**src/side_ch_pkg.sv**
```systemverilog
// side channel shared definitions
package side_ch_pkg;

	localparam int BUF_AW = 10; // 1024 samples
	localparam int LEN_W = 14;
	localparam int RSSI_W = 11;
	localparam int GAIN_W = 7;
	localparam int APB_AW = 5;
	localparam int MAX_DMA_WORDS = 8188; // 65507 byte udp payload / 8

	typedef logic [31:0] iq_w_t; // q in high half, i in low half
	typedef logic [63:0] word_t;
	typedef logic [63:0] tsf_t;
	typedef logic [BUF_AW-1:0] addr_t;
	typedef logic [LEN_W-1:0] len_t;
	typedef logic signed [RSSI_W-1:0] rssi_t; // half dB steps
	typedef logic [7:0] gpio_t; // lock in bit 7, gain below
	typedef logic [GAIN_W-1:0] gain_t;
	typedef logic [APB_AW-1:0] apb_addr_t;
	typedef logic [31:0] apb_data_t;

	localparam apb_addr_t REG_CTRL = 5'h00;
	localparam apb_addr_t REG_TRIG = 5'h04;
	localparam apb_addr_t REG_TH = 5'h08;
	localparam apb_addr_t REG_PRE = 5'h0c;
	localparam apb_addr_t REG_LEN = 5'h10;

	typedef enum logic [3:0] {
		TRIG_FCS_ANY = 4'd0,
		TRIG_FCS_OK = 4'd1,
		TRIG_FCS_BAD = 4'd2,
		TRIG_HEADER_STROBE = 4'd3,
		TRIG_LONG_PREAMBLE = 4'd4,
		TRIG_SHORT_PREAMBLE = 4'd5,
		TRIG_RSSI_RISE = 4'd6,
		TRIG_RSSI_FALL = 4'd7,
		TRIG_AGC_UNLOCK = 4'd8,
		TRIG_AGC_LOCK = 4'd9,
		TRIG_GAIN_RISE = 4'd10,
		TRIG_GAIN_FALL = 4'd11,
		TRIG_TX_STARTED = 4'd12,
		TRIG_TX_DONE = 4'd13,
		TRIG_TX_BB_RISE = 4'd14,
		TRIG_TX_BB_FALL = 4'd15
	} trig_sel_t;

	typedef enum logic [1:0] {WAIT, PREPARE, HEADER, STREAM} cap_state_t;

endpackage

```
**src/side_ch_cfg_if.sv**
```systemverilog
// capture configuration bundle
`timescale 1ns/10ps

interface side_ch_cfg_if;

	logic capture_en;
	logic status_mode; // 0 iq pair, 1 iq0 plus agc status
	side_ch_pkg::trig_sel_t trig_sel;
	side_ch_pkg::rssi_t rssi_th;
	side_ch_pkg::gain_t gain_th;
	side_ch_pkg::len_t pre_len; // samples kept before trigger
	side_ch_pkg::len_t iq_len; // samples per burst

	modport regs (
		output capture_en, status_mode, trig_sel, rssi_th, gain_th, pre_len, iq_len
	);

	modport trig (input capture_en, trig_sel, rssi_th, gain_th);

	modport seq (input capture_en, status_mode, pre_len, iq_len);

endinterface

```
**src/side_ch_regs.sv**
```systemverilog
// capture control registers
`timescale 1ns/10ps

module side_ch_regs (
	input logic clk,
	input logic rstn,
	input side_ch_pkg::apb_addr_t paddr,
	input logic psel,
	input logic penable,
	input logic pwrite,
	input side_ch_pkg::apb_data_t pwdata,
	output side_ch_pkg::apb_data_t prdata,
	output logic pready,
	output logic start_trans,
	side_ch_cfg_if.regs cfg
);

	logic wr_en;

	assign wr_en = psel && penable && pwrite; // access phase
	assign pready = 1'b1;

	always_ff @(posedge clk) begin
		if (!rstn) begin
			cfg.capture_en <= 1'b0;
			cfg.status_mode <= 1'b0;
			cfg.trig_sel <= side_ch_pkg::TRIG_FCS_ANY;
			cfg.rssi_th <= '0;
			cfg.gain_th <= '0;
			cfg.pre_len <= '0;
			cfg.iq_len <= '0;
			start_trans <= 1'b0;
		end else begin
			// dma kick once the burst length is known
			start_trans <= wr_en && (paddr == side_ch_pkg::REG_LEN);
			if (wr_en) begin
				case (paddr)
					side_ch_pkg::REG_CTRL: begin
						cfg.capture_en <= pwdata[0];
						cfg.status_mode <= pwdata[1];
					end
					side_ch_pkg::REG_TRIG: cfg.trig_sel <= side_ch_pkg::trig_sel_t'(pwdata[3:0]);
					side_ch_pkg::REG_TH: begin
						cfg.rssi_th <= pwdata[10:0];
						cfg.gain_th <= pwdata[22:16];
					end
					side_ch_pkg::REG_PRE: cfg.pre_len <= pwdata[13:0];
					side_ch_pkg::REG_LEN: cfg.iq_len <= pwdata[13:0];
					default: ; // unmapped
				endcase
			end
		end
	end

	always_comb begin
		prdata = '0;
		case (paddr)
			side_ch_pkg::REG_CTRL: prdata = {30'd0, cfg.status_mode, cfg.capture_en};
			side_ch_pkg::REG_TRIG: prdata = {28'd0, cfg.trig_sel};
			side_ch_pkg::REG_TH: prdata = {9'd0, cfg.gain_th, 5'd0, cfg.rssi_th};
			side_ch_pkg::REG_PRE: prdata = {18'd0, cfg.pre_len};
			side_ch_pkg::REG_LEN: prdata = {18'd0, cfg.iq_len};
			default: prdata = '0;
		endcase
	end

	// apb access needs a setup phase, so two length writes cannot be adjacent
	a_start_single: assert property (
		@(posedge clk) disable iff (!rstn) start_trans |=> !start_trans
	);

endmodule

```
**src/flat_wrapper.sv**
```systemverilog
// flat-port wrapper written by rule: the top's interface ports become plain ports
module side_ch_regs_flat 
  (clk, rstn, paddr, psel, penable, pwrite, pwdata, prdata, pready, start_trans, cfg_capture_en, cfg_status_mode, cfg_trig_sel, cfg_rssi_th, cfg_gain_th, cfg_pre_len, cfg_iq_len);
  side_ch_cfg_if cfg_i ();
  input logic clk;
  input logic rstn;
  input side_ch_pkg::apb_addr_t paddr;
  input logic psel;
  input logic penable;
  input logic pwrite;
  input side_ch_pkg::apb_data_t pwdata;
  output side_ch_pkg::apb_data_t prdata;
  output logic pready;
  output logic start_trans;
  output wire logic [$bits(cfg_i.capture_en)-1:0] cfg_capture_en;
  output wire logic [$bits(cfg_i.status_mode)-1:0] cfg_status_mode;
  output wire logic [$bits(cfg_i.trig_sel)-1:0] cfg_trig_sel;
  output wire logic [$bits(cfg_i.rssi_th)-1:0] cfg_rssi_th;
  output wire logic [$bits(cfg_i.gain_th)-1:0] cfg_gain_th;
  output wire logic [$bits(cfg_i.pre_len)-1:0] cfg_pre_len;
  output wire logic [$bits(cfg_i.iq_len)-1:0] cfg_iq_len;
  assign cfg_capture_en = cfg_i.capture_en;
  assign cfg_status_mode = cfg_i.status_mode;
  assign cfg_trig_sel = cfg_i.trig_sel;
  assign cfg_rssi_th = cfg_i.rssi_th;
  assign cfg_gain_th = cfg_i.gain_th;
  assign cfg_pre_len = cfg_i.pre_len;
  assign cfg_iq_len = cfg_i.iq_len;
  side_ch_regs u_core (.clk(clk), .rstn(rstn), .paddr(paddr), .psel(psel), .penable(penable), .pwrite(pwrite), .pwdata(pwdata), .prdata(prdata), .pready(pready), .start_trans(start_trans), .cfg(cfg_i));
endmodule
```
**config.mk**
```make
export PLATFORM = sky130hd
export DESIGN_NAME = side_ch_regs_flat
export DESIGN_NICKNAME = d
export VERILOG_FILES = /design/src/side_ch_pkg.sv /design/src/side_ch_cfg_if.sv /design/src/side_ch_regs.sv /design/src/flat_wrapper.sv
export SDC_FILE = /design/constraint.sdc
export NUM_CORES = 1
export LEC_CHECK = 0
export BUFFER_PORTS_ARGS = -buffer_cell sky130_fd_sc_hd__buf_2
export CAP_MARGIN = 20
export CORE_MARGIN = 2
export CORE_UTILIZATION = 37
export CTS_CLUSTER_SIZE = 14
export DETAILED_ROUTE_END_ITERATION = 7
export PLACE_DENSITY_LB_ADDON = 0.08
export SYNTH_ARGS = -nofsm -noshare
export SYNTH_HDL_FRONTEND = slang
export SYNTH_SLANG_ARGS = --single-unit
```
**constraint.sdc**
```tcl
create_clock -name clk -period 1.2 [get_ports clk]
set_input_delay 0 -clock clk [delete_from_list [all_inputs] [get_ports clk]]
set_output_delay 0 -clock clk [all_outputs]
set_load 0.02 [all_outputs]
```
==> results.ini <==
[grt]
gr-usage-all-layers=0.184
grt_pass1_wl_mm=11.1
grt-ovfl-total=0
grt_max_degree=52
grt_pass1_vias=2253
antenna_found_initial=0

[power_and_ir_drop]
p_sw_mw=0.807
ir_drop_mv=0.400
power.density_mw_per_mm2=852
swShare=0.248
p_int_mw=2.44
leakagePower_nw=1.86
clockPowerShare=0.352
combPwrFrac=0.106
seqPwrFrac=0.543

[synthesis]
async_reset_ff_frac=0
synth_edf_count=0
synth_compound_area_frac=0.0541
synthTopCellsByCount=nand2_1 (75), mux2i_1 (65), dfxtp_1 (53)
synth.most_common_cell=nand2_1
synth_area_sq_mm=0.00257
yosysTopAreaCell=dfxtp_1
ys_types=33
synth_mux_area_frac=0.253
yosysTopAreaCellShare=0.413
yosysWarnings=0
yosys.area_share.xor_xnor=0
synth-simple-area-share=0.193
synth_area_leaders=dfxtp_1 (41%), mux2i_1 (25%), nand2_1 (11%)
seq_area_frac_synth=0.413
synth_top_family_by_area=multiplexers
netlist_instances=270
synth_seq_cells=53
synth_ff_type=dfxtp_1
syn_area_per_cell_sq_um=9.51
synthAdderAreaFrac=0

[hold_path]
hold_class=in2reg

[timing]
finalWorstSetupSlack_ns=-0.0618
finalCritPeriodShare=1.05
setup_violations=3
finalClockSkew_ns=0
drv_slew=0
fmax_mhz=793
min_period_ns=1.26
whs_ns=0.00234
rsz0062_at_grt=yes
hold_viol_final=0

[die]
die_w_microns=87.3
ios=128
die_y_microns=87.3
dieArea_sq_mm=0.00762
rows=30
start_util=0.380
coreArea_sq_mm=0.00676

[worst_setup_path]
critical_path_arrival_ns=1.26
cp_cell_sequence=mux2i_1 -> nor2_2 -> a221o_1 -> buf_6
cp_max_fo=2
start_kind=flop
critPathSlowestCell=dfxtp_2
cp_data_required_time_ns=1.20
max_stage_delay_ns=0.34
crit_path_end_kind=output pin
crit_type=reg2out

[placement]
dp_slack_ns=-0.139
post-dp-hpwl_mm=4.85
port-buffer-count=104
place_congestion=0.850

[outcome]
violations=negative setup slack
outcome=finished with violations

[route]
drt_iter0_drc=71
routed_wl_mm=7.09
via_count=2326
firstDrtPassIters=4
wl_per_cell_microns=14.5
route.detailed.drc=0
via_per_inst=4.78
ant_nets=0

[cts]
cts_buffer_depth=2
cts_buffers=5
cts_max_level=2
cts_root_buf=clkbuf_8
clock_latency_ns=0.31
cts.reportedPaths.clkPinSlew_ns=0.10
cts.sinks=53
cts_tree=built

[finish]
fill_cells=637
antenna_cells=0
nNetsFinal=448
area_growth_pct=48.5
layout.area.seq_sq_mm=0.00107
drive_gt1_frac=0.418
multiInputGateArea_sq_mm=0.00146

[job]
cap_viol_max_count=0

power by group through the flow:
stage | Combinational, mW | Clock (mW) | Sequential, mW
CTS | 0.330 | 1.18 | 1.76
global route | 0.377 | 1.24 | 1.77
global placement | 0.279 | 0 | 1.81
floorplan | 0.194 | 0 | 1.81
detailed placement | 0.279 | 0 | 1.81
finish | 0.343 | 1.14 | 1.76
logic make-up after synthesis:
group,after synthesis
mux,65
buf+inv,31
simple gates,103
compound gates,16
other cells,2
flops,53
worst max-delay path, delay by kind of cell, from the launching register on:
family	cells	cell delay (ns)
simple gates	1	0.05
compound gates	1	0.27
buf+inv	1	0.14
flops	1	0.34
mux	1	0.16
sequential cells by signal, indices dropped and copies added (netlist names):
name,cells
u_core.cfg.gain_th,7
u_core.cfg.iq_len,14
u_core.cfg.capture_en,1
u_core.cfg.trig_sel,4
u_core.cfg.rssi_th,11
u_core.start_trans,1
u_core.cfg.pre_len,14
u_core.cfg.status_mode,1
metrics by stage:
step                power [mW]  utilization  setup TNS [ns]  cell area [sq um]  std cells
floorplan                 2.00            -         -0.0989               2630        280
global placement          2.08        0.476           -3.75               3220        453
detailed placement        2.08        0.476           -4.53               3220        453
CTS                       3.27        0.543          -0.223               3670        485
global route              3.38        0.564          -0.743               3810        487
finish                    3.25        0.564          -0.151               3810        487
layer usage:
metal,wire length [microns],global-route usage,vias up
li1,-,-,1173
met1,3280,0.243,1070
met2,3330,0.300,76
met3,385,0.0455,7
met4,87,0.0503,0
met5,0,0,-
final timing paths:
check,startpoint,end,slack [ns],cells past startpoint
min reg2reg,u_core.cfg.gain_th[6]$_SDFFE_PN0P_,u_core.cfg.gain_th[6]$_SDFFE_PN0P_,0.47,2
max,u_core.cfg.pre_len[3]$_SDFFE_PN0P_,prdata[3],-0.06,4
min,pwdata[8],u_core.cfg.iq_len[8]$_SDFFE_PN0P_,0.002,3
max reg2reg,u_core.cfg.trig_sel[0]$_SDFFE_PN0P_,u_core.cfg.trig_sel[0]$_SDFFE_PN0P_,0.41,4
cell usage in the layout (no fill, tap or decap), drive strengths merged, types with 2 or more instances in the layout:
cell / n
buf: 131
nand2: 75
mux2i: 65
dfxtp: 53
dlygate4sd3: 17
conb: 12
and2: 7
clkbuf: 7
o2bb2ai: 7
nor2: 6
a32o: 3
inv: 3
or4b: 2
a21o: 2
a221o: 2
nand4: 2
nor4: 2
or4: 2
o22ai: 2
nor3: 2
repair_timing:
| action | CTS | global route |
|---|---|---|
| hold buffers | 17 | 0 |
| endpoints found under the setup margin | 21 | 21 |
| setup buffers | 7 | 2 |
| gates resized for setup | 42 | 25 |
| hold endpoints to repair | 31 | 0 |
| pin swaps | 4 | 6 |
area by class of cell:
| type | count | area share |
|---|---|---|
| Multi-Input combinational cell | 196 | 0.383 |
| Sequential cell | 53 | 0.282 |
| Timing Repair Buffer | 148 | 0.280 |
| Tap cell | 80 | 0.0263 |
| Clock buffer | 7 | 0.0253 |
| Clock inverter | 1 | 0.00230 |
| Inverter | 2 | 0.00197 |
Note: power is estimated with default switching activity, not from simulation.
