==> src/side_ch_pkg.sv <==
// side channel shared definitions
package side_ch_pkg;

	localparam int BUF_AW = 10; // 1024 samples
	localparam int LEN_W = 14;
	localparam int RSSI_W = 11;
	localparam int GAIN_W = 7;
	localparam int APB_AW = 5;
	localparam int MAX_DMA_WORDS = 8188; // 65507 byte udp payload / 8

	typedef logic [31:0] iq_w_t; // q in high half, i in low half
	typedef logic [63:0] word_t;
	typedef logic [63:0] tsf_t;
	typedef logic [BUF_AW-1:0] addr_t;
	typedef logic [LEN_W-1:0] len_t;
	typedef logic signed [RSSI_W-1:0] rssi_t; // half dB steps
	typedef logic [7:0] gpio_t; // lock in bit 7, gain below
	typedef logic [GAIN_W-1:0] gain_t;
	typedef logic [APB_AW-1:0] apb_addr_t;
	typedef logic [31:0] apb_data_t;

	localparam apb_addr_t REG_CTRL = 5'h00;
	localparam apb_addr_t REG_TRIG = 5'h04;
	localparam apb_addr_t REG_TH = 5'h08;
	localparam apb_addr_t REG_PRE = 5'h0c;
	localparam apb_addr_t REG_LEN = 5'h10;

	typedef enum logic [3:0] {
		TRIG_FCS_ANY = 4'd0,
		TRIG_FCS_OK = 4'd1,
		TRIG_FCS_BAD = 4'd2,
		TRIG_HEADER_STROBE = 4'd3,
		TRIG_LONG_PREAMBLE = 4'd4,
		TRIG_SHORT_PREAMBLE = 4'd5,
		TRIG_RSSI_RISE = 4'd6,
		TRIG_RSSI_FALL = 4'd7,
		TRIG_AGC_UNLOCK = 4'd8,
		TRIG_AGC_LOCK = 4'd9,
		TRIG_GAIN_RISE = 4'd10,
		TRIG_GAIN_FALL = 4'd11,
		TRIG_TX_STARTED = 4'd12,
		TRIG_TX_DONE = 4'd13,
		TRIG_TX_BB_RISE = 4'd14,
		TRIG_TX_BB_FALL = 4'd15
	} trig_sel_t;

	typedef enum logic [1:0] {WAIT, PREPARE, HEADER, STREAM} cap_state_t;

endpackage

==> src/side_ch_cfg_if.sv <==
// capture configuration bundle
`timescale 1ns/10ps

interface side_ch_cfg_if;

	logic capture_en;
	logic status_mode; // 0 iq pair, 1 iq0 plus agc status
	side_ch_pkg::trig_sel_t trig_sel;
	side_ch_pkg::rssi_t rssi_th;
	side_ch_pkg::gain_t gain_th;
	side_ch_pkg::len_t pre_len; // samples kept before trigger
	side_ch_pkg::len_t iq_len; // samples per burst

	modport regs (
		output capture_en, status_mode, trig_sel, rssi_th, gain_th, pre_len, iq_len
	);

	modport trig (input capture_en, trig_sel, rssi_th, gain_th);

	modport seq (input capture_en, status_mode, pre_len, iq_len);

endinterface

==> src/iq_capture_seq.sv <==
// capture burst sequencer
`timescale 1ns/10ps

module iq_capture_seq (
	input logic clk,
	input logic rstn,
	side_ch_cfg_if.seq cfg,
	input logic trigger,
	input logic iq_strobe,
	input side_ch_pkg::iq_w_t iq0,
	input side_ch_pkg::iq_w_t iq1,
	input side_ch_pkg::rssi_t rssi_half_db,
	input side_ch_pkg::gpio_t gpio_status,
	input side_ch_pkg::tsf_t tsf_runtime_val,
	input side_ch_pkg::len_t m_axis_data_count,
	input side_ch_pkg::addr_t wr_ptr,
	input side_ch_pkg::word_t rd_data,
	output logic buf_wr_en,
	output side_ch_pkg::word_t buf_wr_data,
	output side_ch_pkg::addr_t rd_addr,
	output side_ch_pkg::word_t data_to_ps,
	output logic data_to_ps_valid
);

	side_ch_pkg::cap_state_t state;
	side_ch_pkg::tsf_t tsf_lat;
	side_ch_pkg::len_t cnt; // strobes consumed in this burst
	logic pend; // read issued, word due next cycle
	logic space_ok;

	assign buf_wr_en = iq_strobe && cfg.capture_en;
	// status mode trades iq1 for rssi and agc status
	assign buf_wr_data = cfg.status_mode ?
		{5'd0, rssi_half_db, gpio_status, 8'd0, iq0} : {iq1, iq0};

	// header plus samples must fit in the dma fifo
	assign space_ok = (side_ch_pkg::MAX_DMA_WORDS - int'(m_axis_data_count)) >=
		(int'(cfg.iq_len) + 1);

	always_ff @(posedge clk) begin
		if (!rstn || !cfg.capture_en) begin
			state <= side_ch_pkg::WAIT;
			cnt <= '0;
			pend <= 1'b0;
			data_to_ps_valid <= 1'b0;
			if (!rstn) begin
				rd_addr <= '0;
			end
		end else begin
			data_to_ps_valid <= 1'b0;
			pend <= 1'b0;
			case (state)
				side_ch_pkg::WAIT: begin
					cnt <= '0;
					if (trigger) begin
						rd_addr <= wr_ptr - side_ch_pkg::addr_t'(cfg.pre_len);
						state <= side_ch_pkg::PREPARE;
					end
				end
				side_ch_pkg::PREPARE: begin
					state <= space_ok ? side_ch_pkg::HEADER : side_ch_pkg::WAIT;
				end
				side_ch_pkg::HEADER: begin
					data_to_ps_valid <= 1'b1; // timestamp word
					state <= side_ch_pkg::STREAM;
				end
				side_ch_pkg::STREAM: begin
					data_to_ps_valid <= pend;
					if (iq_strobe && cnt < cfg.iq_len) begin
						rd_addr <= rd_addr + side_ch_pkg::addr_t'(1);
						cnt <= cnt + side_ch_pkg::len_t'(1);
						pend <= 1'b1;
					end
					if (cnt >= cfg.iq_len && !pend) begin
						state <= side_ch_pkg::WAIT; // last word already out
					end
				end
			endcase
		end
	end

	always_ff @(posedge clk) begin
		if (state == side_ch_pkg::WAIT && trigger) begin
			tsf_lat <= tsf_runtime_val;
		end
		if (state == side_ch_pkg::HEADER) begin
			data_to_ps <= tsf_lat;
		end else if (pend) begin
			data_to_ps <= rd_data;
		end
	end

	a_idle_quiet: assert property (
		@(posedge clk) disable iff (!rstn)
		state inside {side_ch_pkg::WAIT, side_ch_pkg::PREPARE} |-> !data_to_ps_valid
	);

endmodule

==> src/flat_wrapper.sv <==
// flat-port wrapper written by rule: the top's interface ports become plain ports
module iq_capture_seq_flat 
  (clk, rstn, trigger, iq_strobe, iq0, iq1, rssi_half_db, gpio_status, tsf_runtime_val, m_axis_data_count, wr_ptr, rd_data, buf_wr_en, buf_wr_data, rd_addr, data_to_ps, data_to_ps_valid, cfg_capture_en, cfg_status_mode, cfg_pre_len, cfg_iq_len);
  side_ch_cfg_if cfg_i ();
  input logic clk;
  input logic rstn;
  input logic trigger;
  input logic iq_strobe;
  input side_ch_pkg::iq_w_t iq0;
  input side_ch_pkg::iq_w_t iq1;
  input side_ch_pkg::rssi_t rssi_half_db;
  input side_ch_pkg::gpio_t gpio_status;
  input side_ch_pkg::tsf_t tsf_runtime_val;
  input side_ch_pkg::len_t m_axis_data_count;
  input side_ch_pkg::addr_t wr_ptr;
  input side_ch_pkg::word_t rd_data;
  output logic buf_wr_en;
  output side_ch_pkg::word_t buf_wr_data;
  output side_ch_pkg::addr_t rd_addr;
  output side_ch_pkg::word_t data_to_ps;
  output logic data_to_ps_valid;
  input wire logic [$bits(cfg_i.capture_en)-1:0] cfg_capture_en;
  input wire logic [$bits(cfg_i.status_mode)-1:0] cfg_status_mode;
  input wire logic [$bits(cfg_i.pre_len)-1:0] cfg_pre_len;
  input wire logic [$bits(cfg_i.iq_len)-1:0] cfg_iq_len;
  assign cfg_i.capture_en = cfg_capture_en;
  assign cfg_i.status_mode = cfg_status_mode;
  assign cfg_i.pre_len = cfg_pre_len;
  assign cfg_i.iq_len = cfg_iq_len;
  iq_capture_seq u_core (.clk(clk), .rstn(rstn), .cfg(cfg_i), .trigger(trigger), .iq_strobe(iq_strobe), .iq0(iq0), .iq1(iq1), .rssi_half_db(rssi_half_db), .gpio_status(gpio_status), .tsf_runtime_val(tsf_runtime_val), .m_axis_data_count(m_axis_data_count), .wr_ptr(wr_ptr), .rd_data(rd_data), .buf_wr_en(buf_wr_en), .buf_wr_data(buf_wr_data), .rd_addr(rd_addr), .data_to_ps(data_to_ps), .data_to_ps_valid(data_to_ps_valid));
endmodule
==> config.mk <==
export PLATFORM = sky130hd
export DESIGN_NAME = iq_capture_seq_flat
export DESIGN_NICKNAME = d
export VERILOG_FILES = /design/src/side_ch_pkg.sv /design/src/side_ch_cfg_if.sv /design/src/iq_capture_seq.sv /design/src/flat_wrapper.sv
export SDC_FILE = /design/constraint.sdc
export NUM_CORES = 1
export LEC_CHECK = 0
export ABC_AREA = 1
export BUFFER_PORTS_ARGS = -buffer_cell sky130_fd_sc_hd__buf_4
export CORE_AREA = 5 5 156 158
export CTS_BUF_LIST = sky130_fd_sc_hd__clkbuf_16
export CTS_CLUSTER_DIAMETER = 50
export CTS_CLUSTER_SIZE = 24
export DETAILED_ROUTE_END_ITERATION = 8
export DIE_AREA = 0 0 161 163
export PLACE_DENSITY = 0.67
export SYNTH_ARGS = -nofsm -noshare
export SYNTH_HDL_FRONTEND = slang
export SYNTH_SLANG_ARGS = --single-unit
==> constraint.sdc <==
create_clock -name clk -period 6.1 [get_ports clk]
set_clock_uncertainty 0.2 [all_clocks]
set_input_delay 0 -clock clk [delete_from_list [all_inputs] [get_ports clk]]
set_output_delay 0 -clock clk [all_outputs]
set_load 0.02 [all_outputs]
==> load_flow_metrics.sql <==
INSERT INTO impl_metrics (metric_group, metric, value, unit) VALUES
('run_status', 'outcome', 'finished, final reports clean', ''),
('timing', 'finalSetupViolations', '0', ''),
('final_layout', 'drive_above_1_share', '30.3', '%'),
('timing', 'final_max_slew_viol_count', '0', ''),
('setup_path', 'end_kind', 'flip-flop', ''),
('setup_path', 'r2r_slack', '2780', 'ps'),
('power_and_ir_drop', 'cellPowerDensity', '209', 'nW/µm²'),
('drt', 'via_total_after_detailed_routing', '7912', ''),
('setup_path', 'worst_setup_path_start', 'u_core.state[0]', ''),
('logic_synthesis', 'synth_edf_count', '138', ''),
('timing', 'grt_setup_unrepaired', 'false', ''),
('drt', 'detail_route.drc_violations', '0', ''),
('clocking', 'numClockSinks', '156', ''),
('grt', 'grt_pass1_wl', '42800', 'µm'),
('logic_synthesis', 'netlist-cell-type-count', '41', ''),
('setup_path', 'crit_required', '5950', 'ps'),
('grt', 'global_route.usage.total', '20.8', '%'),
('floorplan', 'boundaryPins', '409', ''),
('power_and_ir_drop', 'p_leak', '6.21', 'nW'),
('clocking', 'post_cts_buffers', '0', ''),
('clocking', 'clock_tree.htree_level_count', '4', ''),
('floorplan', 'die_width', '161', 'µm'),
('placed_design', 'dpl.hpwl', '19900', 'µm'),
('clocking', 'cts_tree', 'yes', ''),
('worst_hold_path', 'min-delay-path-class', 'input port to flip-flop', ''),
('setup_path', 'reg2reg_to', 'u_core.data_to_ps[26]', ''),
('logic_synthesis', 'post-synth-top-area-fraction', '48.6', '%'),
('floorplan', 'std_cell_rows', '56', ''),
('timing', 'hold_viol', '0', ''),
('drt', 'first_pass_iters', '5', ''),
('logic_synthesis', 'synth_most_common_cell', 'sky130_fd_sc_hd__nand2_1', ''),
('clocking', 'clock_insertion_delay_worst_skew', '430', 'ps'),
('placed_design', 'placed_area', '11100', 'µm²'),
('setup_path', 'timing.critical_path.fanout_max', '66', ''),
('timing', 'finalSetupTns', '0', 'ps'),
('logic_synthesis', 'netlist_area', '8530', 'µm²'),
('timing', 'time_the_worst_path_needs_with_i_o_delays_and_setup', '3320', 'ps'),
('setup_path', 'worst_ep_arrival_time', '3170', 'ps'),
('drt', 'drt-vias-per-instance', '4.67', ''),
('timing', 'timing.final.crit_share', '54.4', '%'),
('placed_design', 'io_buffer_count', '340', ''),
('clocking', 'cts_buffer_depth', '2', ''),
('drt', 'post_drt_wl_per_cell', '16.8', 'µm'),
('grt', 'grt_use_met1', '22.0', '%'),
('setup_path', 'timing_worst_setup_path_type', 'flip-flop to flip-flop', ''),
('timing', 'worstMarginPinSlew', '901', 'ps'),
('logic_synthesis', 'synth_area_leader_cell', 'sky130_fd_sc_hd__edfxtp_1', ''),
('logic_synthesis', 'netlist_instances', '906', ''),
('logic_synthesis', 'synth_nets', '1222', ''),
('grt', 'grt_residual_overflow', '0', ''),
('logic_synthesis', 'ys_warn_count', '0', ''),
('logic_synthesis', 'synth.top_cells.by_count', 'sky130_fd_sc_hd__nand2_1 (294), sky130_fd_sc_hd__edfxtp_1 (138), sky130_fd_sc_hd__inv_1 (97)', ''),
('worst_hold_path', 'terminating_pin_of_the_worst_hold_path', 'u_core.rd_addr[8]', ''),
('setup_path', 'setup.worst_path.start_class', 'flip-flop', ''),
('grt', 'busiest_layer', 'met2', ''),
('timing', 'worst_slew_margin_rel', '39.9', '%'),
('placed_design', 'gp_routability_congestion', '0.901', ''),
('clocking', 'cts_inserted_buffers', '17', ''),
('drt', 'drt-total-wl', '28500', 'µm'),
('run', 'maxCapViolations', '0', ''),
('logic_synthesis', 'async_sr_flop_fraction', '0', '%'),
('grt', 'grt_use_met3', '5.14', '%'),
('logic_synthesis', 'yosys_register_bits', '156', ''),
('final_layout', 'finish.net_count', '1704', ''),
('logic_synthesis', 'syn_avg_cell_area', '9.41', 'µm²'),
('clocking', 'ctsRootBufferMaster', 'sky130_fd_sc_hd__clkbuf_16', ''),
('grt', 'grt_max_degree', '67', ''),
('logic_synthesis', 'synth_sequential_area_ratio', '52.8', '%'),
('final_layout', 'areaGrowthSynthToFinish', '58.3', '%'),
('final_layout', 'n_fill_cell', '1925', ''),
('power_and_ir_drop', 'vdd.ir_drop.worst', '0.215', 'mV');
## logic make-up after synthesis
logic type               share of synthesized area (%)
AO/OA/AOI/OAI                                     4.55
XOR/XNOR                                          3.39
adder cells (fa/ha/maj)                           6.98
buffers and inverters                             8.35
flip-flops                                        52.8
multiplexers                                      2.51
AND/OR/NAND/NOR                                   21.4
## metrics by stage
step	hold slack, ps	util [%]	worst slack [ps]	instances
5_1_grt	49.3	58.7	2490	1693
3_3_place_gp	-200	48.4	2790	1485
2_1_floorplan	-101	-	2810	906
3_5_place_dp	-200	48.4	2710	1485
6_report	10.8	58.7	2780	1694
4_1_cts	1.44	58.7	2690	1691
## worst max-delay path, stage by stage (launching register included)
cell and delay, ps:
sky130_fd_sc_hd__dfxtp_1 350, sky130_fd_sc_hd__inv_1 110, sky130_fd_sc_hd__ha_2 180, sky130_fd_sc_hd__buf_4 560
sky130_fd_sc_hd__inv_2 340, sky130_fd_sc_hd__buf_4 390, sky130_fd_sc_hd__nand2_4 710
## cells in the final DEF, fill, tap and decap left out, types with 5 or more instances in the layout
cell type | synthesis | layout
sky130_fd_sc_hd__nor3_1 | 9 | 9
sky130_fd_sc_hd__a21oi_1 | 34 | 34
sky130_fd_sc_hd__nand2_2 | 6 | 6
sky130_fd_sc_hd__xor2_1 | 25 | 25
sky130_fd_sc_hd__mux2_2 | 19 | 19
sky130_fd_sc_hd__buf_4 | 32 | 343
sky130_fd_sc_hd__clkinv_8 | 0 | 7
sky130_fd_sc_hd__ha_1 | 46 | 45
sky130_fd_sc_hd__nand3_1 | 38 | 38
sky130_fd_sc_hd__nand4_1 | 9 | 9
sky130_fd_sc_hd__edfxtp_1 | 138 | 138
sky130_fd_sc_hd__o21ai_0 | 17 | 17
sky130_fd_sc_hd__dlygate4sd3_1 | 0 | 174
sky130_fd_sc_hd__o21bai_1 | 5 | 5
sky130_fd_sc_hd__dfxtp_1 | 18 | 18
sky130_fd_sc_hd__nand2_1 | 294 | 293
sky130_fd_sc_hd__nor2_1 | 54 | 54
sky130_fd_sc_hd__a21oi_2 | 6 | 6
sky130_fd_sc_hd__xnor2_1 | 8 | 8
sky130_fd_sc_hd__clkbuf_16 | 0 | 17
sky130_fd_sc_hd__inv_1 | 97 | 95
## layer usage
layer  share of wire, %  up-vias
li1                   -     3916
met1                 35     3636
met2                 55      309
met3                6.7       51
met4                2.7        0
met5                  0        -
## state kept, by name, summed over array words and instances (netlist names), named ones only
| name | count |
|---|---|
| u_core.tsf_lat | 64 |
| u_core.state | 1 |
| u_core.pend | 1 |
| u_core.rd_addr | 10 |
| u_core.cnt | 14 |
| u_core.data_to_ps | 64 |
| u_core.data_to_ps_valid | 1 |
## power breakdown
part / switching, W / internal, W / leakage (nW)
combinational: 0.000241 / 0.000270 / 4.47
sequential: 0.0000180 / 0.00121 / 1.45
clock: 0.000517 / 0.000558 / 0.294
total: 0.000776 / 0.00204 / 6.21
## layout make-up
cell class | count | area, µm² | share of cell area [%]
timing repair buffer | 517 | 4320 | 32.0
tap | 290 | 363 | 2.69
clock inverter | 15 | 190 | 1.41
inverter | 99 | 372 | 2.75
multi-input combinational | 597 | 3320 | 24.6
clock buffer | 17 | 425 | 3.15
antenna | 3 | 7.51 | 0.0556
sequential | 156 | 4500 | 33.4
## how the worst max path moves through the flow
stage / to / slack (ps) / cells after the start
final: u_core.data_to_ps[26] / 2780 / 6
after global routing: u_core.data_to_ps[41] / 2490 / 6
after CTS: u_core.data_to_ps[41] / 2690 / 6
after detailed placement: u_core.data_to_ps[17] / 2710 / 6
after global placement: u_core.data_to_ps[7] / 2790 / 6
after floorplan: u_core.data_to_ps[0] / 2810 / 6
## what timing repair did
action | CTS | global route
resized for setup | 0 | 0
hold endpoints to repair | 189 | 0
hold buffers | 174 | 0
Power figures use the tool's default switching activity.
