File: src/side_ch_pkg.sv
// side channel shared definitions
package side_ch_pkg;

	localparam int BUF_AW = 10; // 1024 samples
	localparam int LEN_W = 14;
	localparam int RSSI_W = 11;
	localparam int GAIN_W = 7;
	localparam int APB_AW = 5;
	localparam int MAX_DMA_WORDS = 8188; // 65507 byte udp payload / 8

	typedef logic [31:0] iq_w_t; // q in high half, i in low half
	typedef logic [63:0] word_t;
	typedef logic [63:0] tsf_t;
	typedef logic [BUF_AW-1:0] addr_t;
	typedef logic [LEN_W-1:0] len_t;
	typedef logic signed [RSSI_W-1:0] rssi_t; // half dB steps
	typedef logic [7:0] gpio_t; // lock in bit 7, gain below
	typedef logic [GAIN_W-1:0] gain_t;
	typedef logic [APB_AW-1:0] apb_addr_t;
	typedef logic [31:0] apb_data_t;

	localparam apb_addr_t REG_CTRL = 5'h00;
	localparam apb_addr_t REG_TRIG = 5'h04;
	localparam apb_addr_t REG_TH = 5'h08;
	localparam apb_addr_t REG_PRE = 5'h0c;
	localparam apb_addr_t REG_LEN = 5'h10;

	typedef enum logic [3:0] {
		TRIG_FCS_ANY = 4'd0,
		TRIG_FCS_OK = 4'd1,
		TRIG_FCS_BAD = 4'd2,
		TRIG_HEADER_STROBE = 4'd3,
		TRIG_LONG_PREAMBLE = 4'd4,
		TRIG_SHORT_PREAMBLE = 4'd5,
		TRIG_RSSI_RISE = 4'd6,
		TRIG_RSSI_FALL = 4'd7,
		TRIG_AGC_UNLOCK = 4'd8,
		TRIG_AGC_LOCK = 4'd9,
		TRIG_GAIN_RISE = 4'd10,
		TRIG_GAIN_FALL = 4'd11,
		TRIG_TX_STARTED = 4'd12,
		TRIG_TX_DONE = 4'd13,
		TRIG_TX_BB_RISE = 4'd14,
		TRIG_TX_BB_FALL = 4'd15
	} trig_sel_t;

	typedef enum logic [1:0] {WAIT, PREPARE, HEADER, STREAM} cap_state_t;

endpackage

File: src/side_ch_cfg_if.sv
// capture configuration bundle
`timescale 1ns/10ps

interface side_ch_cfg_if;

	logic capture_en;
	logic status_mode; // 0 iq pair, 1 iq0 plus agc status
	side_ch_pkg::trig_sel_t trig_sel;
	side_ch_pkg::rssi_t rssi_th;
	side_ch_pkg::gain_t gain_th;
	side_ch_pkg::len_t pre_len; // samples kept before trigger
	side_ch_pkg::len_t iq_len; // samples per burst

	modport regs (
		output capture_en, status_mode, trig_sel, rssi_th, gain_th, pre_len, iq_len
	);

	modport trig (input capture_en, trig_sel, rssi_th, gain_th);

	modport seq (input capture_en, status_mode, pre_len, iq_len);

endinterface

File: src/iq_trigger_detect.sv
// capture trigger selection
`timescale 1ns/10ps

module iq_trigger_detect (
	input logic clk,
	input logic rstn,
	side_ch_cfg_if.trig cfg,
	input logic fcs_in_strobe,
	input logic fcs_ok,
	input logic pkt_header_valid_strobe,
	input logic long_preamble_detected,
	input logic short_preamble_detected,
	input logic phy_tx_started,
	input logic phy_tx_done,
	input logic tx_bb_is_ongoing,
	input side_ch_pkg::rssi_t rssi_half_db,
	input side_ch_pkg::gpio_t gpio_status,
	output logic trigger
);

	side_ch_pkg::rssi_t rssi_q;
	side_ch_pkg::gpio_t gpio_q;
	logic tx_bb_q;
	logic rssi_rise;
	logic rssi_fall;
	logic agc_unlock;
	logic agc_lock;
	logic gain_rise;
	logic gain_fall;
	logic tx_bb_rise;
	logic tx_bb_fall;
	logic sel;

	// copies keep tracking while disabled so no stale edge shows on enable
	always_ff @(posedge clk) begin
		if (!rstn) begin
			rssi_q <= '0;
			gpio_q <= '0;
			tx_bb_q <= 1'b0;
		end else begin
			rssi_q <= rssi_half_db;
			gpio_q <= gpio_status;
			tx_bb_q <= tx_bb_is_ongoing;
		end
	end

	always_ff @(posedge clk) begin
		if (!rstn || !cfg.capture_en) begin
			rssi_rise <= 1'b0;
			rssi_fall <= 1'b0;
			agc_unlock <= 1'b0;
			agc_lock <= 1'b0;
			gain_rise <= 1'b0;
			gain_fall <= 1'b0;
			tx_bb_rise <= 1'b0;
			tx_bb_fall <= 1'b0;
		end else begin
			rssi_rise <= (rssi_q < cfg.rssi_th) && (rssi_half_db >= cfg.rssi_th);
			rssi_fall <= (rssi_q >= cfg.rssi_th) && (rssi_half_db < cfg.rssi_th);
			agc_unlock <= gpio_q[7] && !gpio_status[7];
			agc_lock <= !gpio_q[7] && gpio_status[7];
			gain_rise <= (gpio_q[6:0] < cfg.gain_th) && (gpio_status[6:0] >= cfg.gain_th);
			gain_fall <= (gpio_q[6:0] >= cfg.gain_th) && (gpio_status[6:0] < cfg.gain_th);
			tx_bb_rise <= !tx_bb_q && tx_bb_is_ongoing;
			tx_bb_fall <= tx_bb_q && !tx_bb_is_ongoing;
		end
	end

	always_comb begin
		sel = 1'b0;
		case (cfg.trig_sel)
			side_ch_pkg::TRIG_FCS_ANY: sel = fcs_in_strobe;
			side_ch_pkg::TRIG_FCS_OK: sel = fcs_in_strobe && fcs_ok;
			side_ch_pkg::TRIG_FCS_BAD: sel = fcs_in_strobe && !fcs_ok;
			side_ch_pkg::TRIG_HEADER_STROBE: sel = pkt_header_valid_strobe;
			side_ch_pkg::TRIG_LONG_PREAMBLE: sel = long_preamble_detected;
			side_ch_pkg::TRIG_SHORT_PREAMBLE: sel = short_preamble_detected;
			side_ch_pkg::TRIG_RSSI_RISE: sel = rssi_rise;
			side_ch_pkg::TRIG_RSSI_FALL: sel = rssi_fall;
			side_ch_pkg::TRIG_AGC_UNLOCK: sel = agc_unlock;
			side_ch_pkg::TRIG_AGC_LOCK: sel = agc_lock;
			side_ch_pkg::TRIG_GAIN_RISE: sel = gain_rise;
			side_ch_pkg::TRIG_GAIN_FALL: sel = gain_fall;
			side_ch_pkg::TRIG_TX_STARTED: sel = phy_tx_started;
			side_ch_pkg::TRIG_TX_DONE: sel = phy_tx_done;
			side_ch_pkg::TRIG_TX_BB_RISE: sel = tx_bb_rise;
			side_ch_pkg::TRIG_TX_BB_FALL: sel = tx_bb_fall;
		endcase
	end

	always_ff @(posedge clk) begin
		if (!rstn) begin
			trigger <= 1'b0;
		end else begin
			trigger <= sel && cfg.capture_en;
		end
	end

endmodule

File: src/flat_wrapper.sv
// flat-port wrapper written by rule: the top's interface ports become plain ports
module iq_trigger_detect_flat 
  (clk, rstn, fcs_in_strobe, fcs_ok, pkt_header_valid_strobe, long_preamble_detected, short_preamble_detected, phy_tx_started, phy_tx_done, tx_bb_is_ongoing, rssi_half_db, gpio_status, trigger, cfg_capture_en, cfg_trig_sel, cfg_rssi_th, cfg_gain_th);
  side_ch_cfg_if cfg_i ();
  input logic clk;
  input logic rstn;
  input logic fcs_in_strobe;
  input logic fcs_ok;
  input logic pkt_header_valid_strobe;
  input logic long_preamble_detected;
  input logic short_preamble_detected;
  input logic phy_tx_started;
  input logic phy_tx_done;
  input logic tx_bb_is_ongoing;
  input side_ch_pkg::rssi_t rssi_half_db;
  input side_ch_pkg::gpio_t gpio_status;
  output logic trigger;
  input wire logic [$bits(cfg_i.capture_en)-1:0] cfg_capture_en;
  input wire logic [$bits(cfg_i.trig_sel)-1:0] cfg_trig_sel;
  input wire logic [$bits(cfg_i.rssi_th)-1:0] cfg_rssi_th;
  input wire logic [$bits(cfg_i.gain_th)-1:0] cfg_gain_th;
  assign cfg_i.capture_en = cfg_capture_en;
  assign cfg_i.trig_sel = cfg_trig_sel;
  assign cfg_i.rssi_th = cfg_rssi_th;
  assign cfg_i.gain_th = cfg_gain_th;
  iq_trigger_detect u_core (.clk(clk), .rstn(rstn), .cfg(cfg_i), .fcs_in_strobe(fcs_in_strobe), .fcs_ok(fcs_ok), .pkt_header_valid_strobe(pkt_header_valid_strobe), .long_preamble_detected(long_preamble_detected), .short_preamble_detected(short_preamble_detected), .phy_tx_started(phy_tx_started), .phy_tx_done(phy_tx_done), .tx_bb_is_ongoing(tx_bb_is_ongoing), .rssi_half_db(rssi_half_db), .gpio_status(gpio_status), .trigger(trigger));
endmodule
File: config.mk
export PLATFORM = sky130hd
export DESIGN_NAME = iq_trigger_detect_flat
export DESIGN_NICKNAME = d
export VERILOG_FILES = /design/src/side_ch_pkg.sv /design/src/side_ch_cfg_if.sv /design/src/iq_trigger_detect.sv /design/src/flat_wrapper.sv
export SDC_FILE = /design/constraint.sdc
export NUM_CORES = 1
export LEC_CHECK = 0
export ABC_AREA = 1
export BUFFER_PORTS_ARGS = -buffer_cell sky130_fd_sc_hd__clkbuf_2
export CORE_UTILIZATION = 25
export CTS_CLUSTER_DIAMETER = 60
export DETAILED_ROUTE_END_ITERATION = 8
export PLACE_DENSITY = 0.46
export SYNTH_ARGS = -nofsm -noshare
export SYNTH_HDL_FRONTEND = slang
export SYNTH_SLANG_ARGS = --single-unit
File: constraint.sdc
create_clock -name clk -period 1.6 [get_ports clk]
set_input_delay 0.32 -clock clk [delete_from_list [all_inputs] [get_ports clk]]
set_output_delay 0.32 -clock clk [all_outputs]
set_load 0.005 [all_outputs]
==> out/qor.csv, run 1 <==
stage,metric,value,unit
finish,area delta synth->final,26.11,%
routing,routed wire length,3880,µm
clock_network,CTS Root Cell,clkbuf_8,
routing,Routed Antenna Nets,0,
grt,first-pass GRT wire length,6624,µm
worst_hold_path,Worst Hold Class,input port to register,
placed_design,post-DP HPWL,3337,µm
worst_setup_path,Worst EP required,1770,ps
power,Int Power,1315,µW
grt,initial antenna violation count,0,
die,Rows,31,
sta,fin crit period,1412,ps
finish,Antenna Cells,0,
power,Sw Share,27.38,%
sta,Final Setup Violations,0,
clock_network,Num CTS Buffers,5,
worst_setup_path,Critical-path top delay cell,dfxtp_1,
die,IO Pins,53,
sta,max_slew headroom,78.06,%
placed_design,Port Buffers,52,
sta,fmax,708.2,MHz
routing,via count,1697,
die,CORE AREA,0.007331,mm²
clock_network,Clock Tree Buf Depth,2,
synthesis,top area cells in the synthesized netlist,"dfxtp_1 30%, ha_1 23%, nand2_1 15%",
worst_setup_path,CP max stage delay,300,ps
clock_network,Worst-Skew Late Latency,280,ps
sta,RSZ-0062 raised after global routing,no,
power,LEAKAGE,0.001507,µW
grt,via count of the first global-routing pass,1614,
clock_network,H-tree depth,2,
run_status,status,completed,
synthesis,post-synthesis net count,362,
finish,Final Net Count,422,
synthesis,Yosys top cell area share,30.29,%
placed_design,pre-CTS setup slack,21.11,ps
worst_setup_path,worst-path cell chain,"ha_1, nand2_1, inv_2, a21oi_1, nand3_2, nand2_1, nand2_1, nor2_1, nor2_1",
die,die area,0.008022,mm²
clock_network,clock transition at the registers of the reported paths,60,ps
power,Sequential Power Share,42.4,%
sta,final hold vios,0,
grt,GR Overflow Total,0,
clock_network,post-cts sizing count,0,
worst_setup_path,critical path peak fanout,3,
die,Die Height,89.57,µm
clock_network,setup repair bufs after CTS,0,
power,Comb pwr share,20.6,%
flow_run,total of max-cap violations,0,
synthesis,Syn Std Cell Area,0.001917,mm²
synthesis,register area share after synthesis,30.29,%
sta,skew final,2.438,ps
grt,largest net degree at the start of global routing,21,
routing,initial drt markers,40,
synthesis,Syn Area/Cell,6.996,µm²
power,power density over the cells,749.2,mW/mm²
finish,Filler cells,816,
placed_design,RePlAce Congestion,0.6980,
worst_hold_path,Hold Crit Depth,2,
synthesis,count of cell types in the netlist,20,
power,clock share of power,37.0,%
synthesis,Synth area leader,dfxtp_1,
finish,share of layout cells above drive strength 1,20.60,%
routing,routed vias/inst,3.910,
worst_setup_path,crit-path most repeated cell,nand2_1,
routing,DR pass1 iterations,4,
clock_network,clock sinks,29,
die,DIE WIDTH,89.57,µm
routing,DR DRC count,0,
power,switching pwr,495.8,µW
routing,routed len/inst,8.940,µm
synthesis,Yosys Warn Count,0,
worst_setup_path,R2R cell count,9,
power,worst vdd ir,0.0002269,V
grt,Global Route Usage Sum,10.80,%
synthesis,Seq cells post-synth,29,
clock_network,Hold Buf Count CTS,0,
sta,worst setup margin,187.9,ps
die,Initial Util,26.15,%
sta,worst slew pin tran,327.1,ps
worst_setup_path,Worst Path Arrival,1590,ps
clock_network,TritonCTS clock tree,done,
worst_setup_path,CP Capture Type,register,
sta,fin crit share,88.25,%
finish,final core utilization,32.97,%
worst_setup_path,Setup CP Type,register to register,
worst_setup_path,Critical Path Source Type,register,
sta,"Slew Viols, Final",0,
synthesis,Post-Syn Instances,274,
sta,setup TNS,0,ps
## state kept, by name, indices dropped and copies added (netlist names)
register,cells
u_core.gpio_q,8
u_core.rssi_rise,1
u_core.rssi_fall,1
u_core.tx_bb_q,1
u_core.gain_fall,1
u_core.trigger,1
u_core.agc_unlock,1
u_core.agc_lock,1
u_core.gain_rise,1
u_core.tx_bb_fall,1
u_core.tx_bb_rise,1
u_core.rssi_q,11
## final cells by class
| class | count | area [µm²] | area share [%] |
|---|---|---|---|
| Clock buffer | 7 | 96.34 | 3.986 |
| Clock inverter | 1 | 5.005 | 0.2070 |
| Inverter | 68 | 255.2 | 10.56 |
| Multi-Input combinational cell | 175 | 1074 | 44.41 |
| Sequential cell | 29 | 580.6 | 24.02 |
| Tap cell | 99 | 123.9 | 5.124 |
| Timing Repair Buffer | 55 | 282.8 | 11.70 |
## cells in the mapped netlist
cell type,n
nand2_1,76
inv_1,66
ha_1,36
dfxtp_1,29
a21oi_1,16
nor2_1,15
nand4_1,8
nand3_1,6
o21ai_0,4
nor3_1,3
clkbuf_1,2
inv_2,2
nand2_2,2
nand3_2,2
nor4b_1,2
a211oi_1,1
a31oi_1,1
o211ai_1,1
o21a_1,1
o31ai_1,1
## metal layers
metal  vias to the layer above  GRT usage [%]  wire length (µm)  share of wire, %
li1                        973              -                 -                 -
met1                       679          13.75              2026                52
met5                         -              0                 0                 0
met4                         0          5.195                80               2.1
met3                         8          2.216               190               4.9
met2                        37          17.36              1583                41
## worst paths after layout
kind / start / endpoint / slack [ps]
setup / recovery: u_core.rssi_q[10] / u_core.rssi_fall / 190
hold reg to reg: u_core.tx_bb_q / u_core.tx_bb_rise / 420
hold / removal: gpio_status[7] / u_core.agc_unlock / 230
setup reg to reg: u_core.rssi_q[10] / u_core.rssi_fall / 190
## stage by stage
step | hold WS (ps) | area [µm²] | power (µW) | std cells
floorplan | 398.5 | 1917 | 1022 | 274
global placement | 410.4 | 2316 | 1163 | 426
detailed placement | 419.6 | 2316 | 1165 | 426
CTS | 223.5 | 2417 | 1859 | 434
global route | 237.9 | 2417 | 1945 | 434
finish | 232.5 | 2417 | 1811 | 434
## layout by cell type, fill, tap and decap left out, drive strengths merged
cell / count
clkinv: 1
nor2: 15
o21a: 1
dfxtp: 29
o211ai: 1
a21oi: 16
o21ai: 4
a211oi: 1
nand4: 8
o31ai: 1
ha: 36
nor3: 3
nand3: 8
buf: 3
nand2: 78
a31oi: 1
nor4b: 2
inv: 68
clkbuf: 59
## power by group through the flow
stage	Combinational, µW	Clock [µW]	Sequential (µW)
floorplan	240	0	782
global placement	378	0	785
detailed placement	381	0	785
CTS	383	707	769
global route	447	728	771
finish	372	670	768
## cells by family (layout without fill, tap and decap cells)
group	after synthesis	in the layout	synth area share, %
AO/OA/AOI/OAI	25	25	7.116
adder cells (fa/ha/maj)	36	36	23.50
buffers and inverters	70	131	13.71
flip-flops	29	29	30.29
AND/OR/NAND/NOR	114	114	25.39
## critical path, delay by kind of cell (launching register included)
family,cells,cell delay [ps]
fa+ha+maj,1,300
flops,1,300
simple gates,6,430
compound gates,1,240
buf+inv,1,40
No activity file was read; power rests on OpenSTA's default activity.
==> inputs of run 2 (changes only) <==
--- a/config.mk
+++ b/config.mk
@@ -11,6 +11,7 @@
 export CTS_CLUSTER_DIAMETER = 60
 export DETAILED_ROUTE_END_ITERATION = 8
 export PLACE_DENSITY = 0.46
+export RECOVER_POWER = 100
 export SYNTH_ARGS = -nofsm -noshare
 export SYNTH_HDL_FRONTEND = slang
 export SYNTH_SLANG_ARGS = --single-unit
==> run 2 against run 1 <==
Effect of this change:
- clock skew is essentially flat
- register-to-register slack is essentially flat
- sequential share of layout area rose by 0.10 points
- largest cell class unchanged
- total power decreased by 0.19%
- clock power about the same
- global-route usage unchanged
==> out/qor.csv, run 2 (same netlist as run 1, synthesis figures left out) <==
stage,metric,value,unit,change
run_status,status,completed,,unchanged
sta,"Slew Viols, Final",0,,unchanged
grt,initial antenna violation count,0,,unchanged
placed_design,pre-CTS setup slack,21.11,ps,unchanged
grt,largest net degree at the start of global routing,21,,unchanged
flow_run,total of max-cap violations,0,,unchanged
grt,first-pass GRT wire length,6624,µm,unchanged
grt,GR Overflow Total,0,,unchanged
die,DIE WIDTH,89.57,µm,unchanged
clock_network,Num CTS Buffers,5,,unchanged
clock_network,clock transition at the registers of the reported paths,60,ps,about the same
finish,Top reg by flops,u_core.rssi_q,,unchanged
clock_network,Clock Tree Buf Depth,2,,unchanged
die,die area,0.008022,mm²,unchanged
die,Initial Util,26.15,%,unchanged
sta,worst slew pin tran,931.6,ps,was 327.1 ps
placed_design,post-DP HPWL,3337,µm,unchanged
worst_setup_path,Critical Path Source Type,register,,unchanged
worst_setup_path,CP Capture Type,register,,unchanged
sta,final hold vios,0,,unchanged
finish,Top Registers,"u_core.rssi_q (11), u_core.gpio_q (8)",,unchanged
routing,routed len/inst,8.945,µm,was 8.940 µm
finish,"commonest non-fill, non-tap cell in the layout",nand2_1,,unchanged
finish,max reg flops,11,,unchanged
worst_setup_path,FF-to-FF Start,u_core.rssi_q[10],,unchanged
grt,via count of the first global-routing pass,1614,,unchanged
worst_hold_path,Worst Hold Class,input port to register,,unchanged
placed_design,Port Buffers,52,,unchanged
finish,Filler cells,817,,was 816
sta,max_slew headroom,37.89,%,was 78.06%
routing,Routed Antenna Nets,0,,unchanged
finish,final core utilization,32.84,%,was 32.97%
power,LEAKAGE,0.001495,µW,was 0.001507 µW
worst_setup_path,reg2reg setup slack,180,ps,was 190 ps
clock_network,post-cts sizing count,0,,unchanged
clock_network,TritonCTS clock tree,done,,unchanged
worst_setup_path,Worst Path Arrival,1590,ps,about the same
finish,area delta synth->final,25.59,%,was 26.11%
sta,fmax,706.5,MHz,was 708.2 MHz
sta,skew final,2.476,ps,was 2.438 ps
die,IO Pins,53,,unchanged
sta,fin crit period,1415,ps,was 1412 ps
worst_setup_path,Worst EP required,1770,ps,about the same
placed_design,DP Area,0.002316,mm²,unchanged
routing,DR DRC count,0,,unchanged
sta,fin crit share,88.46,%,was 88.25%
power,power density over the cells,750.9,mW/mm²,was 749.2 mW/mm²
finish,Antenna Cells,0,,unchanged
finish,share of layout cells above drive strength 1,18.81,%,was 20.60%
finish,"commonest cells after routing, fill and taps aside","77 x nand2_1, 67 x inv_1, 49 x clkbuf_2, 36 x ha_1, 29 x dfxtp_1",,"was 76 x nand2_1, 66 x inv_1, 52 x clkbuf_2, 36 x ha_1, 29 x dfxtp_1"
clock_network,setup repair bufs after CTS,0,,unchanged
clock_network,H-tree depth,2,,unchanged
worst_setup_path,Setup CP Type,register to register,,unchanged
worst_hold_path,Worst Hold Endpoint,u_core.agc_unlock,,unchanged
sta,worst setup margin,184.6,ps,was 187.9 ps
worst_setup_path,R2R cell count,10,,was 9
finish,Final Net Count,422,,unchanged
routing,routed wire length,3882,µm,was 3880 µm
power,worst vdd ir,0.0002259,V,was 0.0002269 V
worst_hold_path,Hold Crit Depth,2,,unchanged
die,Rows,31,,unchanged
routing,DR pass1 iterations,4,,unchanged
clock_network,CTS Root Cell,clkbuf_8,,unchanged
die,Die Height,89.57,µm,unchanged
sta,RSZ-0062 raised after global routing,no,,unchanged
routing,initial drt markers,41,,was 40
grt,Global Route Usage Sum,10.80,%,unchanged
placed_design,RePlAce Congestion,0.6980,,unchanged
worst_setup_path,R2R Path End,u_core.rssi_fall,,unchanged
routing,via count,1698,,was 1697
sta,setup TNS,0,ps,unchanged
sta,Hold Slack,232.5,ps,about the same
clock_network,clock sinks,29,,unchanged
die,CORE AREA,0.007331,mm²,unchanged
finish,Final Cell Area,0.002407,mm²,was 0.002417 mm²
worst_setup_path,critical path peak fanout,3,,unchanged
clock_network,Worst-Skew Late Latency,280,ps,about the same
worst_hold_path,Hold Crit Start,gpio_status[7],,unchanged
routing,routed vias/inst,3.912,,was 3.910
sta,Final Setup Violations,0,,unchanged
clock_network,Hold Buf Count CTS,0,,unchanged
[run 2: per-layer routing]
layer	vias to the layer above	track usage [%]	wire length [µm]
li1	973	-	-
met2	37	17.36	1579
met3	8	2.216	193
met4	0	5.195	80
met5	-	0	0
met1	680	13.75	2029
[run 2: where the power goes]
part           switching, µW  internal (µW)  leakage (µW)
combinational            202            167       0.00120
sequential              10.3            758      0.000240
clock                    282            388     0.0000542
[run 2: worst max path at each step]
stage | start | endpoint | cells past startpoint
4_1_cts | u_core.rssi_q[10] | u_core.rssi_fall | 9
5_1_grt | u_core.rssi_q[10] | u_core.rssi_rise | 9
2_1_floorplan | cfg_rssi_th[10] | u_core.rssi_fall | 10
3_5_place_dp | cfg_rssi_th[10] | u_core.rssi_fall | 11
6_report | u_core.rssi_q[10] | u_core.rssi_fall | 10
3_3_place_gp | cfg_rssi_th[10] | u_core.rssi_fall | 11
[run 2: final cells by class]
| class | count | area, µm² | area share [%] |
|---|---|---|---|
| clock buffer | 7 | 96.34 | 4.002 |
| clock inverter | 1 | 5.005 | 0.2079 |
| inverter | 68 | 255.2 | 10.60 |
| multi-input combinational | 175 | 1071 | 44.49 |
| sequential | 29 | 580.6 | 24.12 |
| tap | 99 | 123.9 | 5.146 |
| timing repair buffer | 55 | 275.3 | 11.43 |
[run 2: critical path, stage by stage, from the launching register on]
cell and delay (ps):
dfxtp_1 300, ha_1 310, nand2_1 60, inv_1 60, nand2_1 100, nor2_1 110
nand2_1 90, nand4_1 110, nand2_1 60, nor2_1 80, nor2_1 40
[run 2: through the flow]
step	instances	power, µW
5_1_grt	434	1942
6_report	434	1808
4_1_cts	434	1859
2_1_floorplan	274	1022
3_3_place_gp	426	1163
3_5_place_dp	426	1165
